<file path="src/rv_isa_pkg.sv">
`default_nettype none

package rv_isa_pkg;

	// raw instruction word and its fields
	typedef logic [31:0] inst_t;
	typedef logic [6:0]  opcode_t;
	typedef logic [2:0]  funct3_t;
	typedef logic [6:0]  funct7_t;

	// major opcodes of the supported subset
	localparam opcode_t OPC_LUI    = 7'b0110111;
	localparam opcode_t OPC_AUIPC  = 7'b0010111;
	localparam opcode_t OPC_JAL    = 7'b1101111;
	localparam opcode_t OPC_JALR   = 7'b1100111;
	localparam opcode_t OPC_BRANCH = 7'b1100011;
	localparam opcode_t OPC_LOAD   = 7'b0000011;
	localparam opcode_t OPC_STORE  = 7'b0100011;
	localparam opcode_t OPC_OPIMM  = 7'b0010011;
	localparam opcode_t OPC_OP     = 7'b0110011;

	// branch conditions
	localparam funct3_t F3_BEQ  = 3'b000;
	localparam funct3_t F3_BNE  = 3'b001;
	localparam funct3_t F3_BLT  = 3'b100;
	localparam funct3_t F3_BGE  = 3'b101;
	localparam funct3_t F3_BLTU = 3'b110;
	localparam funct3_t F3_BGEU = 3'b111;

	// jalr and the word-sized memory ops
	localparam funct3_t F3_JALR = 3'b000;
	localparam funct3_t F3_LW   = 3'b010;
	localparam funct3_t F3_SW   = 3'b010;

	// alu ops, shared by OP and OP-IMM
	localparam funct3_t F3_ADD  = 3'b000;
	localparam funct3_t F3_SLL  = 3'b001;
	localparam funct3_t F3_SLT  = 3'b010;
	localparam funct3_t F3_SLTU = 3'b011;
	localparam funct3_t F3_XOR  = 3'b100;
	// srl and sra differ only in funct7
	localparam funct3_t F3_SR   = 3'b101;
	localparam funct3_t F3_OR   = 3'b110;
	localparam funct3_t F3_AND  = 3'b111;

	// funct7 markers
	localparam funct7_t FUNCT7_BASE = 7'b0000000;
	localparam funct7_t FUNCT7_ALT  = 7'b0100000;

endpackage

`default_nettype wire

</file>
<file path="src/core_ctrl_pkg.sv">
`default_nettype none

package core_ctrl_pkg;

	// data and address width
	localparam int XLEN = 32;

	typedef logic [XLEN-1:0] word_t;
	typedef logic [4:0]      reg_addr_t;
	// shift amount taken from operand b
	typedef logic [4:0]      shamt_t;

	// operation performed by the alu
	typedef enum logic [3:0] {
		ALU_ADD,
		ALU_SUB,
		ALU_SLL,
		ALU_SLT,
		ALU_SLTU,
		ALU_XOR,
		ALU_SRL,
		ALU_SRA,
		ALU_OR,
		ALU_AND
	} alu_op_e;

	// source of the value written to rd
	// RES_IMM is the lui value, RES_LINK is pc+4
	typedef enum logic [1:0] {
		RES_ALU,
		RES_IMM,
		RES_LINK,
		RES_LOAD
	} res_sel_e;

	// control transfer kind, resolved in execute
	typedef enum logic [3:0] {
		BR_NONE,
		BR_BEQ,
		BR_BNE,
		BR_BLT,
		BR_BGE,
		BR_BLTU,
		BR_BGEU,
		BR_JAL,
		BR_JALR
	} br_kind_e;

endpackage

`default_nettype wire

</file>
<file path="src/inst_decoder.sv">
`default_nettype none

module inst_decoder (
	input  rv_isa_pkg::inst_t         inst_i,
	output core_ctrl_pkg::reg_addr_t  rs1_o,
	output core_ctrl_pkg::reg_addr_t  rs2_o,
	output core_ctrl_pkg::reg_addr_t  rd_o,
	output core_ctrl_pkg::word_t      imm_o,
	output core_ctrl_pkg::alu_op_e    alu_op_o,
	output logic                      src_a_pc_o,
	output logic                      src_b_imm_o,
	output core_ctrl_pkg::br_kind_e   br_kind_o,
	output core_ctrl_pkg::res_sel_e   res_sel_o,
	output logic                      rd_write_o,
	output logic                      store_o,
	output logic                      invalid_o
);

	rv_isa_pkg::opcode_t     opcode;
	rv_isa_pkg::funct3_t     funct3;
	rv_isa_pkg::funct7_t     funct7;
	core_ctrl_pkg::word_t    imm_i_type;
	core_ctrl_pkg::word_t    imm_s_type;
	core_ctrl_pkg::word_t    imm_b_type;
	core_ctrl_pkg::word_t    imm_u_type;
	core_ctrl_pkg::word_t    imm_j_type;
	core_ctrl_pkg::alu_op_e  alu_op_f3;
	core_ctrl_pkg::br_kind_e br_req;
	logic                    valid;
	logic                    write_req;
	logic                    store_req;

	assign opcode = inst_i[6:0];
	assign funct3 = inst_i[14:12];
	assign funct7 = inst_i[31:25];

	assign rs1_o = inst_i[19:15];
	assign rs2_o = inst_i[24:20];
	assign rd_o  = inst_i[11:7];

	// immediates, all sign extended from bit 31
	assign imm_i_type = {{20{inst_i[31]}}, inst_i[31:20]};
	assign imm_s_type = {{20{inst_i[31]}}, inst_i[31:25], inst_i[11:7]};
	assign imm_b_type = {{19{inst_i[31]}}, inst_i[31], inst_i[7], inst_i[30:25],
		inst_i[11:8], 1'b0};
	assign imm_u_type = {inst_i[31:12], 12'b0};
	assign imm_j_type = {{11{inst_i[31]}}, inst_i[31], inst_i[19:12], inst_i[20],
		inst_i[30:21], 1'b0};

	// base alu op from funct3, sub and sra patched below
	always_comb begin
		case (funct3)
			rv_isa_pkg::F3_ADD:  alu_op_f3 = core_ctrl_pkg::ALU_ADD;
			rv_isa_pkg::F3_SLL:  alu_op_f3 = core_ctrl_pkg::ALU_SLL;
			rv_isa_pkg::F3_SLT:  alu_op_f3 = core_ctrl_pkg::ALU_SLT;
			rv_isa_pkg::F3_SLTU: alu_op_f3 = core_ctrl_pkg::ALU_SLTU;
			rv_isa_pkg::F3_XOR:  alu_op_f3 = core_ctrl_pkg::ALU_XOR;
			rv_isa_pkg::F3_SR:   alu_op_f3 = core_ctrl_pkg::ALU_SRL;
			rv_isa_pkg::F3_OR:   alu_op_f3 = core_ctrl_pkg::ALU_OR;
			default:             alu_op_f3 = core_ctrl_pkg::ALU_AND;
		endcase
	end

	always_comb begin
		imm_o       = '0;
		alu_op_o    = core_ctrl_pkg::ALU_ADD;
		src_a_pc_o  = 1'b0;
		src_b_imm_o = 1'b0;
		br_req      = core_ctrl_pkg::BR_NONE;
		res_sel_o   = core_ctrl_pkg::RES_ALU;
		write_req   = 1'b0;
		store_req   = 1'b0;
		valid       = 1'b0;
		case (opcode)
			rv_isa_pkg::OPC_LUI: begin
				imm_o     = imm_u_type;
				res_sel_o = core_ctrl_pkg::RES_IMM;
				write_req = 1'b1;
				valid     = 1'b1;
			end
			rv_isa_pkg::OPC_AUIPC: begin
				imm_o       = imm_u_type;
				src_a_pc_o  = 1'b1;
				src_b_imm_o = 1'b1;
				write_req   = 1'b1;
				valid       = 1'b1;
			end
			rv_isa_pkg::OPC_JAL: begin
				imm_o     = imm_j_type;
				br_req    = core_ctrl_pkg::BR_JAL;
				res_sel_o = core_ctrl_pkg::RES_LINK;
				write_req = 1'b1;
				valid     = 1'b1;
			end
			rv_isa_pkg::OPC_JALR: begin
				// target rs1+imm comes out of the alu adder
				imm_o       = imm_i_type;
				src_b_imm_o = 1'b1;
				br_req      = core_ctrl_pkg::BR_JALR;
				res_sel_o   = core_ctrl_pkg::RES_LINK;
				write_req   = 1'b1;
				valid       = (funct3 == rv_isa_pkg::F3_JALR);
			end
			rv_isa_pkg::OPC_BRANCH: begin
				imm_o = imm_b_type;
				valid = 1'b1;
				case (funct3)
					rv_isa_pkg::F3_BEQ:  br_req = core_ctrl_pkg::BR_BEQ;
					rv_isa_pkg::F3_BNE:  br_req = core_ctrl_pkg::BR_BNE;
					rv_isa_pkg::F3_BLT:  br_req = core_ctrl_pkg::BR_BLT;
					rv_isa_pkg::F3_BGE:  br_req = core_ctrl_pkg::BR_BGE;
					rv_isa_pkg::F3_BLTU: br_req = core_ctrl_pkg::BR_BLTU;
					rv_isa_pkg::F3_BGEU: br_req = core_ctrl_pkg::BR_BGEU;
					default:             valid  = 1'b0;
				endcase
			end
			rv_isa_pkg::OPC_LOAD: begin
				imm_o       = imm_i_type;
				src_b_imm_o = 1'b1;
				res_sel_o   = core_ctrl_pkg::RES_LOAD;
				write_req   = 1'b1;
				valid       = (funct3 == rv_isa_pkg::F3_LW);
			end
			rv_isa_pkg::OPC_STORE: begin
				imm_o       = imm_s_type;
				src_b_imm_o = 1'b1;
				store_req   = 1'b1;
				valid       = (funct3 == rv_isa_pkg::F3_SW);
			end
			rv_isa_pkg::OPC_OPIMM: begin
				imm_o       = imm_i_type;
				src_b_imm_o = 1'b1;
				alu_op_o    = alu_op_f3;
				write_req   = 1'b1;
				valid       = 1'b1;
				// shifts carry funct7 in the upper immediate bits
				if (funct3 == rv_isa_pkg::F3_SLL) begin
					valid = (funct7 == rv_isa_pkg::FUNCT7_BASE);
				end else if (funct3 == rv_isa_pkg::F3_SR) begin
					if (funct7 == rv_isa_pkg::FUNCT7_ALT) begin
						alu_op_o = core_ctrl_pkg::ALU_SRA;
					end else begin
						valid = (funct7 == rv_isa_pkg::FUNCT7_BASE);
					end
				end
			end
			rv_isa_pkg::OPC_OP: begin
				alu_op_o  = alu_op_f3;
				write_req = 1'b1;
				if (funct7 == rv_isa_pkg::FUNCT7_BASE) begin
					valid = 1'b1;
				end else if (funct7 == rv_isa_pkg::FUNCT7_ALT) begin
					if (funct3 == rv_isa_pkg::F3_ADD) begin
						alu_op_o = core_ctrl_pkg::ALU_SUB;
						valid    = 1'b1;
					end else if (funct3 == rv_isa_pkg::F3_SR) begin
						alu_op_o = core_ctrl_pkg::ALU_SRA;
						valid    = 1'b1;
					end
				end
			end
			default: begin
				valid = 1'b0;
			end
		endcase
	end

	// invalid words retire as a plain pc+4 with no side effects
	assign invalid_o  = ~valid;
	assign rd_write_o = write_req & valid & (rd_o != '0);
	assign store_o    = store_req & valid;
	assign br_kind_o  = valid ? br_req : core_ctrl_pkg::BR_NONE;

endmodule

`default_nettype wire

</file>
<file path="src/alu_execute.sv">
`default_nettype none

module alu_execute (
	input  core_ctrl_pkg::word_t     pc_i,
	input  core_ctrl_pkg::word_t     rs1_data_i,
	input  core_ctrl_pkg::word_t     rs2_data_i,
	input  core_ctrl_pkg::word_t     imm_i,
	input  core_ctrl_pkg::alu_op_e   alu_op_i,
	input  logic                     src_a_pc_i,
	input  logic                     src_b_imm_i,
	input  core_ctrl_pkg::br_kind_e  br_kind_i,
	output core_ctrl_pkg::word_t     alu_result_o,
	output core_ctrl_pkg::word_t     link_o,
	output core_ctrl_pkg::word_t     next_pc_o
);

	core_ctrl_pkg::word_t  op_a;
	core_ctrl_pkg::word_t  op_b;
	core_ctrl_pkg::shamt_t shamt;
	core_ctrl_pkg::word_t  pc_plus_4;
	core_ctrl_pkg::word_t  pc_plus_imm;
	logic                  rs_eq;
	logic                  rs_lt;
	logic                  rs_ltu;
	logic                  taken;

	assign op_a  = src_a_pc_i ? pc_i : rs1_data_i;
	assign op_b  = src_b_imm_i ? imm_i : rs2_data_i;
	assign shamt = op_b[4:0];

	always_comb begin
		case (alu_op_i)
			core_ctrl_pkg::ALU_ADD:  alu_result_o = op_a + op_b;
			core_ctrl_pkg::ALU_SUB:  alu_result_o = op_a - op_b;
			core_ctrl_pkg::ALU_SLL:  alu_result_o = op_a << shamt;
			core_ctrl_pkg::ALU_SLT:  alu_result_o = {31'b0, $signed(op_a) < $signed(op_b)};
			core_ctrl_pkg::ALU_SLTU: alu_result_o = {31'b0, op_a < op_b};
			core_ctrl_pkg::ALU_XOR:  alu_result_o = op_a ^ op_b;
			core_ctrl_pkg::ALU_SRL:  alu_result_o = op_a >> shamt;
			core_ctrl_pkg::ALU_SRA:  alu_result_o = $unsigned($signed(op_a) >>> shamt);
			core_ctrl_pkg::ALU_OR:   alu_result_o = op_a | op_b;
			default:                 alu_result_o = op_a & op_b;
		endcase
	end

	// branch compare always works on the two register operands
	assign rs_eq  = (rs1_data_i == rs2_data_i);
	assign rs_lt  = ($signed(rs1_data_i) < $signed(rs2_data_i));
	assign rs_ltu = (rs1_data_i < rs2_data_i);

	always_comb begin
		case (br_kind_i)
			core_ctrl_pkg::BR_BEQ:  taken = rs_eq;
			core_ctrl_pkg::BR_BNE:  taken = ~rs_eq;
			core_ctrl_pkg::BR_BLT:  taken = rs_lt;
			core_ctrl_pkg::BR_BGE:  taken = ~rs_lt;
			core_ctrl_pkg::BR_BLTU: taken = rs_ltu;
			core_ctrl_pkg::BR_BGEU: taken = ~rs_ltu;
			core_ctrl_pkg::BR_JAL:  taken = 1'b1;
			default:                taken = 1'b0;
		endcase
	end

	assign pc_plus_4   = pc_i + 32'd4;
	assign pc_plus_imm = pc_i + imm_i;
	assign link_o      = pc_plus_4;

	// jalr target is rs1+imm from the alu, low bit dropped
	always_comb begin
		if (br_kind_i == core_ctrl_pkg::BR_JALR) begin
			next_pc_o = {alu_result_o[31:1], 1'b0};
		end else if (taken) begin
			next_pc_o = pc_plus_imm;
		end else begin
			next_pc_o = pc_plus_4;
		end
	end

endmodule

`default_nettype wire

</file>
<file path="src/reg_writeback.sv">
`default_nettype none

module reg_writeback #(
	parameter int NUM_REGS = 32
) (
	input  logic                      clk,
	input  logic                      rst_n_i,
	input  core_ctrl_pkg::reg_addr_t  rs1_i,
	input  core_ctrl_pkg::reg_addr_t  rs2_i,
	input  core_ctrl_pkg::reg_addr_t  rd_i,
	input  logic                      rd_write_i,
	input  core_ctrl_pkg::res_sel_e   res_sel_i,
	input  core_ctrl_pkg::word_t      alu_result_i,
	input  core_ctrl_pkg::word_t      imm_i,
	input  core_ctrl_pkg::word_t      link_i,
	input  core_ctrl_pkg::word_t      load_data_i,
	output core_ctrl_pkg::word_t      rs1_data_o,
	output core_ctrl_pkg::word_t      rs2_data_o,
	output logic                      wb_en_o,
	output core_ctrl_pkg::reg_addr_t  wb_addr_o,
	output core_ctrl_pkg::word_t      wb_data_o
);

	// index width of the implemented register range
	localparam int IDX_W = $clog2(NUM_REGS);

	core_ctrl_pkg::word_t regs [NUM_REGS];
	logic [IDX_W-1:0]     rs1_idx;
	logic [IDX_W-1:0]     rs2_idx;
	logic [IDX_W-1:0]     wr_idx;

	// upper index bits are dropped, so x16..x31 alias on an rv32e build
	assign rs1_idx = rs1_i[IDX_W-1:0];
	assign rs2_idx = rs2_i[IDX_W-1:0];
	assign wr_idx  = rd_i[IDX_W-1:0];

	// result select
	always_comb begin
		case (res_sel_i)
			core_ctrl_pkg::RES_IMM:  wb_data_o = imm_i;
			core_ctrl_pkg::RES_LINK: wb_data_o = link_i;
			core_ctrl_pkg::RES_LOAD: wb_data_o = load_data_i;
			default:                 wb_data_o = alu_result_i;
		endcase
	end

	// no retire while reset is held
	assign wb_en_o   = rd_write_i & rst_n_i;
	assign wb_addr_o = rd_i;

	// entry 0 is never written and stays zero
	always_ff @(posedge clk or negedge rst_n_i) begin
		if (!rst_n_i) begin
			for (int i = 0; i < NUM_REGS; i++) begin
				regs[i] <= '0;
			end
		end else if (wb_en_o && (wr_idx != '0)) begin
			regs[wr_idx] <= wb_data_o;
		end
	end

	// read ports, no bypass since the write lands at the edge
	assign rs1_data_o = regs[rs1_idx];
	assign rs2_data_o = regs[rs2_idx];

endmodule

`default_nettype wire

</file>
<file path="src/rv_core_top.sv">
`default_nettype none

module rv_core_top #(
	parameter int                   NUM_REGS = 32,
	parameter core_ctrl_pkg::word_t RESET_PC = 32'h0000_0000
) (
	input  logic                      clk,
	input  logic                      rst_n_i,
	output core_ctrl_pkg::word_t      pc_o,
	input  rv_isa_pkg::inst_t         inst_i,
	output core_ctrl_pkg::word_t      dmem_addr_o,
	output logic                      dmem_we_o,
	output core_ctrl_pkg::word_t      dmem_wdata_o,
	input  core_ctrl_pkg::word_t      dmem_rdata_i,
	output logic                      invalid_o,
	output logic                      wb_en_o,
	output core_ctrl_pkg::reg_addr_t  wb_addr_o,
	output core_ctrl_pkg::word_t      wb_data_o
);

	core_ctrl_pkg::word_t     pc_q;
	core_ctrl_pkg::word_t     next_pc;
	core_ctrl_pkg::reg_addr_t rs1;
	core_ctrl_pkg::reg_addr_t rs2;
	core_ctrl_pkg::reg_addr_t rd;
	core_ctrl_pkg::word_t     imm;
	core_ctrl_pkg::alu_op_e   alu_op;
	logic                     src_a_pc;
	logic                     src_b_imm;
	core_ctrl_pkg::br_kind_e  br_kind;
	core_ctrl_pkg::res_sel_e  res_sel;
	logic                     rd_write;
	logic                     store;
	core_ctrl_pkg::word_t     rs1_data;
	core_ctrl_pkg::word_t     rs2_data;
	core_ctrl_pkg::word_t     alu_result;
	core_ctrl_pkg::word_t     link;

	// one instruction retires per edge
	always_ff @(posedge clk or negedge rst_n_i) begin
		if (!rst_n_i) begin
			pc_q <= RESET_PC;
		end else begin
			pc_q <= next_pc;
		end
	end

	assign pc_o = pc_q;

	inst_decoder u_decoder (
		.inst_i      (inst_i),
		.rs1_o       (rs1),
		.rs2_o       (rs2),
		.rd_o        (rd),
		.imm_o       (imm),
		.alu_op_o    (alu_op),
		.src_a_pc_o  (src_a_pc),
		.src_b_imm_o (src_b_imm),
		.br_kind_o   (br_kind),
		.res_sel_o   (res_sel),
		.rd_write_o  (rd_write),
		.store_o     (store),
		.invalid_o   (invalid_o)
	);

	alu_execute u_execute (
		.pc_i         (pc_q),
		.rs1_data_i   (rs1_data),
		.rs2_data_i   (rs2_data),
		.imm_i        (imm),
		.alu_op_i     (alu_op),
		.src_a_pc_i   (src_a_pc),
		.src_b_imm_i  (src_b_imm),
		.br_kind_i    (br_kind),
		.alu_result_o (alu_result),
		.link_o       (link),
		.next_pc_o    (next_pc)
	);

	reg_writeback #(
		.NUM_REGS (NUM_REGS)
	) u_writeback (
		.clk          (clk),
		.rst_n_i      (rst_n_i),
		.rs1_i        (rs1),
		.rs2_i        (rs2),
		.rd_i         (rd),
		.rd_write_i   (rd_write),
		.res_sel_i    (res_sel),
		.alu_result_i (alu_result),
		.imm_i        (imm),
		.link_i       (link),
		.load_data_i  (dmem_rdata_i),
		.rs1_data_o   (rs1_data),
		.rs2_data_o   (rs2_data),
		.wb_en_o      (wb_en_o),
		.wb_addr_o    (wb_addr_o),
		.wb_data_o    (wb_data_o)
	);

	// data port, address from the alu adder for both lw and sw
	assign dmem_addr_o  = alu_result;
	assign dmem_wdata_o = rs2_data;
	assign dmem_we_o    = store & rst_n_i;

endmodule

`default_nettype wire

</file>
<file path="config.mk">
export PLATFORM = sky130hd
export DESIGN_NAME = rv_core_top
export DESIGN_NICKNAME = d
export VERILOG_FILES = /design/src/rv_isa_pkg.sv /design/src/core_ctrl_pkg.sv /design/src/inst_decoder.sv /design/src/alu_execute.sv /design/src/reg_writeback.sv /design/src/rv_core_top.sv
export SDC_FILE = /design/constraint.sdc
export NUM_CORES = 2
export LEC_CHECK = 0
export BUFFER_PORTS_ARGS = -buffer_cell sky130_fd_sc_hd__buf_2
export CAP_MARGIN = 20
export CORE_MARGIN = 4
export CORE_UTILIZATION = 50
export DETAILED_ROUTE_END_ITERATION = 7
export PLACE_DENSITY = 0.66
export SLEW_MARGIN = 10
export SYNTH_ARGS = -nofsm -noshare
export SYNTH_HDL_FRONTEND = slang
export SYNTH_HIERARCHICAL = 1
export SYNTH_SLANG_ARGS = --single-unit
</file>
<file path="constraint.sdc">
create_clock -name clk -period 10.05 [get_ports clk]
set_clock_uncertainty 0.15 [all_clocks]
set_input_delay 2.01 -clock clk [delete_from_list [all_inputs] [get_ports clk]]
set_output_delay 2.01 -clock clk [all_outputs]
set_load 0.05 [all_outputs]
</file>
==> impl_summary.txt <==
----------------------------------------------------
[Logic synthesis]
  Number of nets produced by synthesis ... 8280
  Cells taking the most area after synthesis ... sky130_fd_sc_hd__dfrtp_1 38%, sky130_fd_sc_hd__mux2i_1 17%, sky130_fd_sc_hd__nand2_1 7.9%
  Number of synthesized flops with an enable pin ... 0
  Sequential share of the synthesized area ... 38.3%
  Post-synthesis instance area ... 69000 um2
  Yosys top cell area share ... 38.3%
  Post-synth ARST share ... 100%
  Flip-flop and latch count after synthesis ... 1056
  Per-instance average area after synthesis ... 8.58 um2
  Top cell type by total area after synthesis ... sky130_fd_sc_hd__dfrtp_1
  Number of synthesis warnings ... 6
  Most used standard cells in the synthesized netlist ... 1460 x sky130_fd_sc_hd__nand2_1, 1176 x sky130_fd_sc_hd__mux2i_1, 1056 x sky130_fd_sc_hd__dfrtp_1, 1005 x sky130_fd_sc_hd__o21ai_0, 479 x sky130_fd_sc_hd__clkbuf_1
  Top flip-flop cell by instance count after synthesis ... sky130_fd_sc_hd__dfrtp_1
  Post-Synthesis Cells ... 8046
  Cell with the most instances after synthesis ... sky130_fd_sc_hd__nand2_1
  Unique cell type count in the Yosys netlist ... 112

[Drt]
  DRC violation count after routing ... 0
  Per-cell via count in the routed design ... 6.42
  Post-DR wirelength/cell ... 29.5 um
  Via Count ... 65300
  Post-route antenna net violation count ... 0
  Final wirelength ... 300000 um
  DR pass1 iterations ... 8
  Number of violations reported at the end of detailed-routing iteration 0 ... 7713

[Global route]
  Tot GR Track Use ... 39.9%
  Largest net degree at the start of global routing ... 172
  Global-route wire length before repair ... 431000 um
  Initial antenna violation count ... 22
  Number of global-route vias before repair ... 62400
  Final global-route overflow total ... 0

[Job]
  Max-Cap Viols ... 0

[Critical path]
  Buf+Inv Stages, Crit Path ... 7
  Setup slack on the worst flop-to-flop path ... 3890 ps
  Endpoint class of the critical path ... primary output
  Worst Path Class, Setup ... in -> out
  Reg-to-Reg Start ... u_writeback/regs[928]$_DFFE_PN0P_
  Worst reg2reg path endpoint ... u_writeback/regs[924]$_DFFE_PN0P_
  Data arrival time at the worst-slack endpoint ... 7870 ps
  Number of cells on the critical path ... 26
  Crit start category ... input port
  Start point of the critical path ... inst_i[21]
  Critical path's largest stage delay ... 430 ps
  Most prevalent standard cell on the critical path ... sky130_fd_sc_hd__buf_12
  CP max FO ... 35
  Kind of cell adding the most delay to the critical path ... compound AO/OA/AOI/OAI gates
  Number of cells traversed by the worst register-to-register path ... 28
  Worst setup path end ... wb_data_o[0]
  Slowest-stage cell, CP ... sky130_fd_sc_hd__fa_1
  Data required time of the worst path ... 7890 ps

[Floorplan]
  Die Ht ... 380 um
  Horizontal extent of the die ... 380 um
  Area of the placeable core ... 137000 um2
  Die outline area ... 144000 um2
  Initial Util ... 50.3%
  Number of primary I/O pins ... 202
  Standard-cell rows ... 136

[Timing]
  Final-report max-slew violation count ... 0
  Fin crit share ... 99.8%
  Peak clock frequency supported by timing ... 99.7 MHz
  Unrepaired setup endpoints after global routing ... yes
  Endpoints failing hold ... 0
  Final Setup Violations ... 0
  Worst slew margin relative to its limit ... 22.5%
  Sum Neg Setup Slack ... 0 ps
  WHS ... 252 ps
  Tightest Pin Transition ... 1160 ps
  Final Critical Period ... 10030 ps

[CTS]
  Number of clock sinks ... 1056
  CTS Root Buffer Type ... sky130_fd_sc_hd__clkbuf_16
  Post-CTS Hold Fix Bufs ... 0
  Clock buffer count from CTS ... 113
  Worst skew pair latency ... 770 ps
  Maximum number of buffers from clock root to sink ... 3
  Clock transition time at the flip-flop clock pins of the worst setup and hold paths ... 70 ps
  Clock tree from TritonCTS ... done
  CTS H-tree depth ... 3

[Finish]
  Syn-to-layout area delta ... 15.9%
  Ratio of cells with drive above 1 in the final layout ... 15.4%
  Nets ... 8517

[Min path]
  Worst min path class ... reg -> reg
  Hold Path Stages ... 0

[Power]
  Ratio of total power to cell area ... 169 nW/um2
  Worst ir drop on vdd ... 0.000193 V
  Leakage power of the design ... 37.4 nW

[Run status]
  Result of the run ... complete, no violations

[Place]
  Routability-driven placement congestion ratio ... 1.02
  Sum of net half-perimeters after detailed placement ... 204000 um
  PortBufs ... 201

----------------------------------------------------
==> cell type report <==
class	count	area (um2)
inverter	177	679
sequential	1056	26400
timing repair buffer	872	7380
antenna	8	20.0
fill	12300	57300
clock inverter	40	584
tap	1794	2240
multi-input combinational	6063	39500
clock buffer	156	3220
==> flip-flops by register name (all words and copies together) (netlist names) <==
name              cells
pc_o                 32
u_writeback/regs   1024
==> cells by family after synthesis <==
| logic type | synth area share, % |
|---|---|
| fa+ha+maj | 3.08 |
| compound gates | 20.1 |
| flops | 38.3 |
| simple gates | 13.8 |
| buf+inv | 5.72 |
| mux | 18.1 |
| xor+xnor | 0.964 |
==> per-stage QoR <==
stage / utilization (%) / std cells / cell area [um2] / setup slack (ps) / total power, mW
floorplan: - / 8046 / 69300 / 0.445 / 7.05
finish: 58.3 / 10200 / 80000 / 17.1 / 13.5
global route: 58.3 / 10200 / 80000 / -12.0 / 13.9
CTS: 57.9 / 10100 / 79500 / 16.6 / 13.4
detailed placement: 55.1 / 9948 / 75600 / -312 / 9.07
global placement: 55.1 / 9947 / 75600 / -344 / 9.07
==> metal layers <==
layer  vias up  global-route usage (%)  wire length (um)
li1      29000                       -                 -
met1     32000                    53.0            122000
met2      3412                    60.1            129000
met3       836                    8.85             27800
met4        22                    23.3             21400
met5         -                       0               148
==> how the worst min path moves through the flow <==
stage	start	to	slack [ps]
2_1_floorplan	u_writeback/regs[1000]$_DFFE_PN0P_	u_writeback/regs[1000]$_DFFE_PN0P_	300
3_3_place_gp	u_writeback/regs[1018]$_DFFE_PN0P_	u_writeback/regs[1018]$_DFFE_PN0P_	240
3_5_place_dp	u_writeback/regs[1012]$_DFFE_PN0P_	u_writeback/regs[1012]$_DFFE_PN0P_	240
4_1_cts	u_writeback/regs[1012]$_DFFE_PN0P_	u_writeback/regs[1012]$_DFFE_PN0P_	250
5_1_grt	u_writeback/regs[1006]$_DFFE_PN0P_	u_writeback/regs[1006]$_DFFE_PN0P_	260
6_report	u_writeback/regs[1012]$_DFFE_PN0P_	u_writeback/regs[1012]$_DFFE_PN0P_	250
==> placed cells by master (no fill, tap or decap), types with 19 or more instances in the layout <==
cell type                      n
sky130_fd_sc_hd__a21oi_1     388
sky130_fd_sc_hd__and2_1       23
sky130_fd_sc_hd__a31oi_1      73
sky130_fd_sc_hd__xnor2_1      49
sky130_fd_sc_hd__buf_2       194
sky130_fd_sc_hd__nor2_1      238
sky130_fd_sc_hd__nand3_1     226
sky130_fd_sc_hd__a22o_1      134
sky130_fd_sc_hd__nor3_1      123
sky130_fd_sc_hd__o21a_1       42
sky130_fd_sc_hd__buf_4       576
sky130_fd_sc_hd__clkbuf_16   121
sky130_fd_sc_hd__o211ai_1     31
sky130_fd_sc_hd__o22ai_1      19
sky130_fd_sc_hd__clkbuf_1     22
sky130_fd_sc_hd__clkbuf_8     19
sky130_fd_sc_hd__buf_12       74
sky130_fd_sc_hd__and3_1       20
sky130_fd_sc_hd__nand2_1    1441
sky130_fd_sc_hd__a22oi_1     195
sky130_fd_sc_hd__o21ai_2      35
sky130_fd_sc_hd__mux2_2       51
sky130_fd_sc_hd__xor2_1       26
sky130_fd_sc_hd__ha_1        164
sky130_fd_sc_hd__a21o_1       52
sky130_fd_sc_hd__o21bai_1     24
sky130_fd_sc_hd__o21ai_0     995
sky130_fd_sc_hd__dfrtp_1    1056
sky130_fd_sc_hd__nand4_1      24
sky130_fd_sc_hd__o21ai_1     126
sky130_fd_sc_hd__mux2i_1    1171
sky130_fd_sc_hd__inv_1       160
sky130_fd_sc_hd__a211oi_1     41
sky130_fd_sc_hd__nor2b_1      28
==> power breakdown <==
group | internal [mW] | total, mW | switching, mW | leakage (nW)
registers | 4.31 | 4.50 | 0.191 | 14.7
logic | 1.50 | 4.65 | 3.15 | 20.9
clock network | 2.49 | 4.36 | 1.87 | 1.85
total | 8.30 | 13.5 | 5.21 | 37.4
==> repair_timing <==
action,CTS,global route
resized for setup,19,44
pin swaps,2,4
gates cloned,0,6
buffers inserted,0,3
endpoints found under the setup margin,10,14
Note: power is estimated with default switching activity, not from simulation.
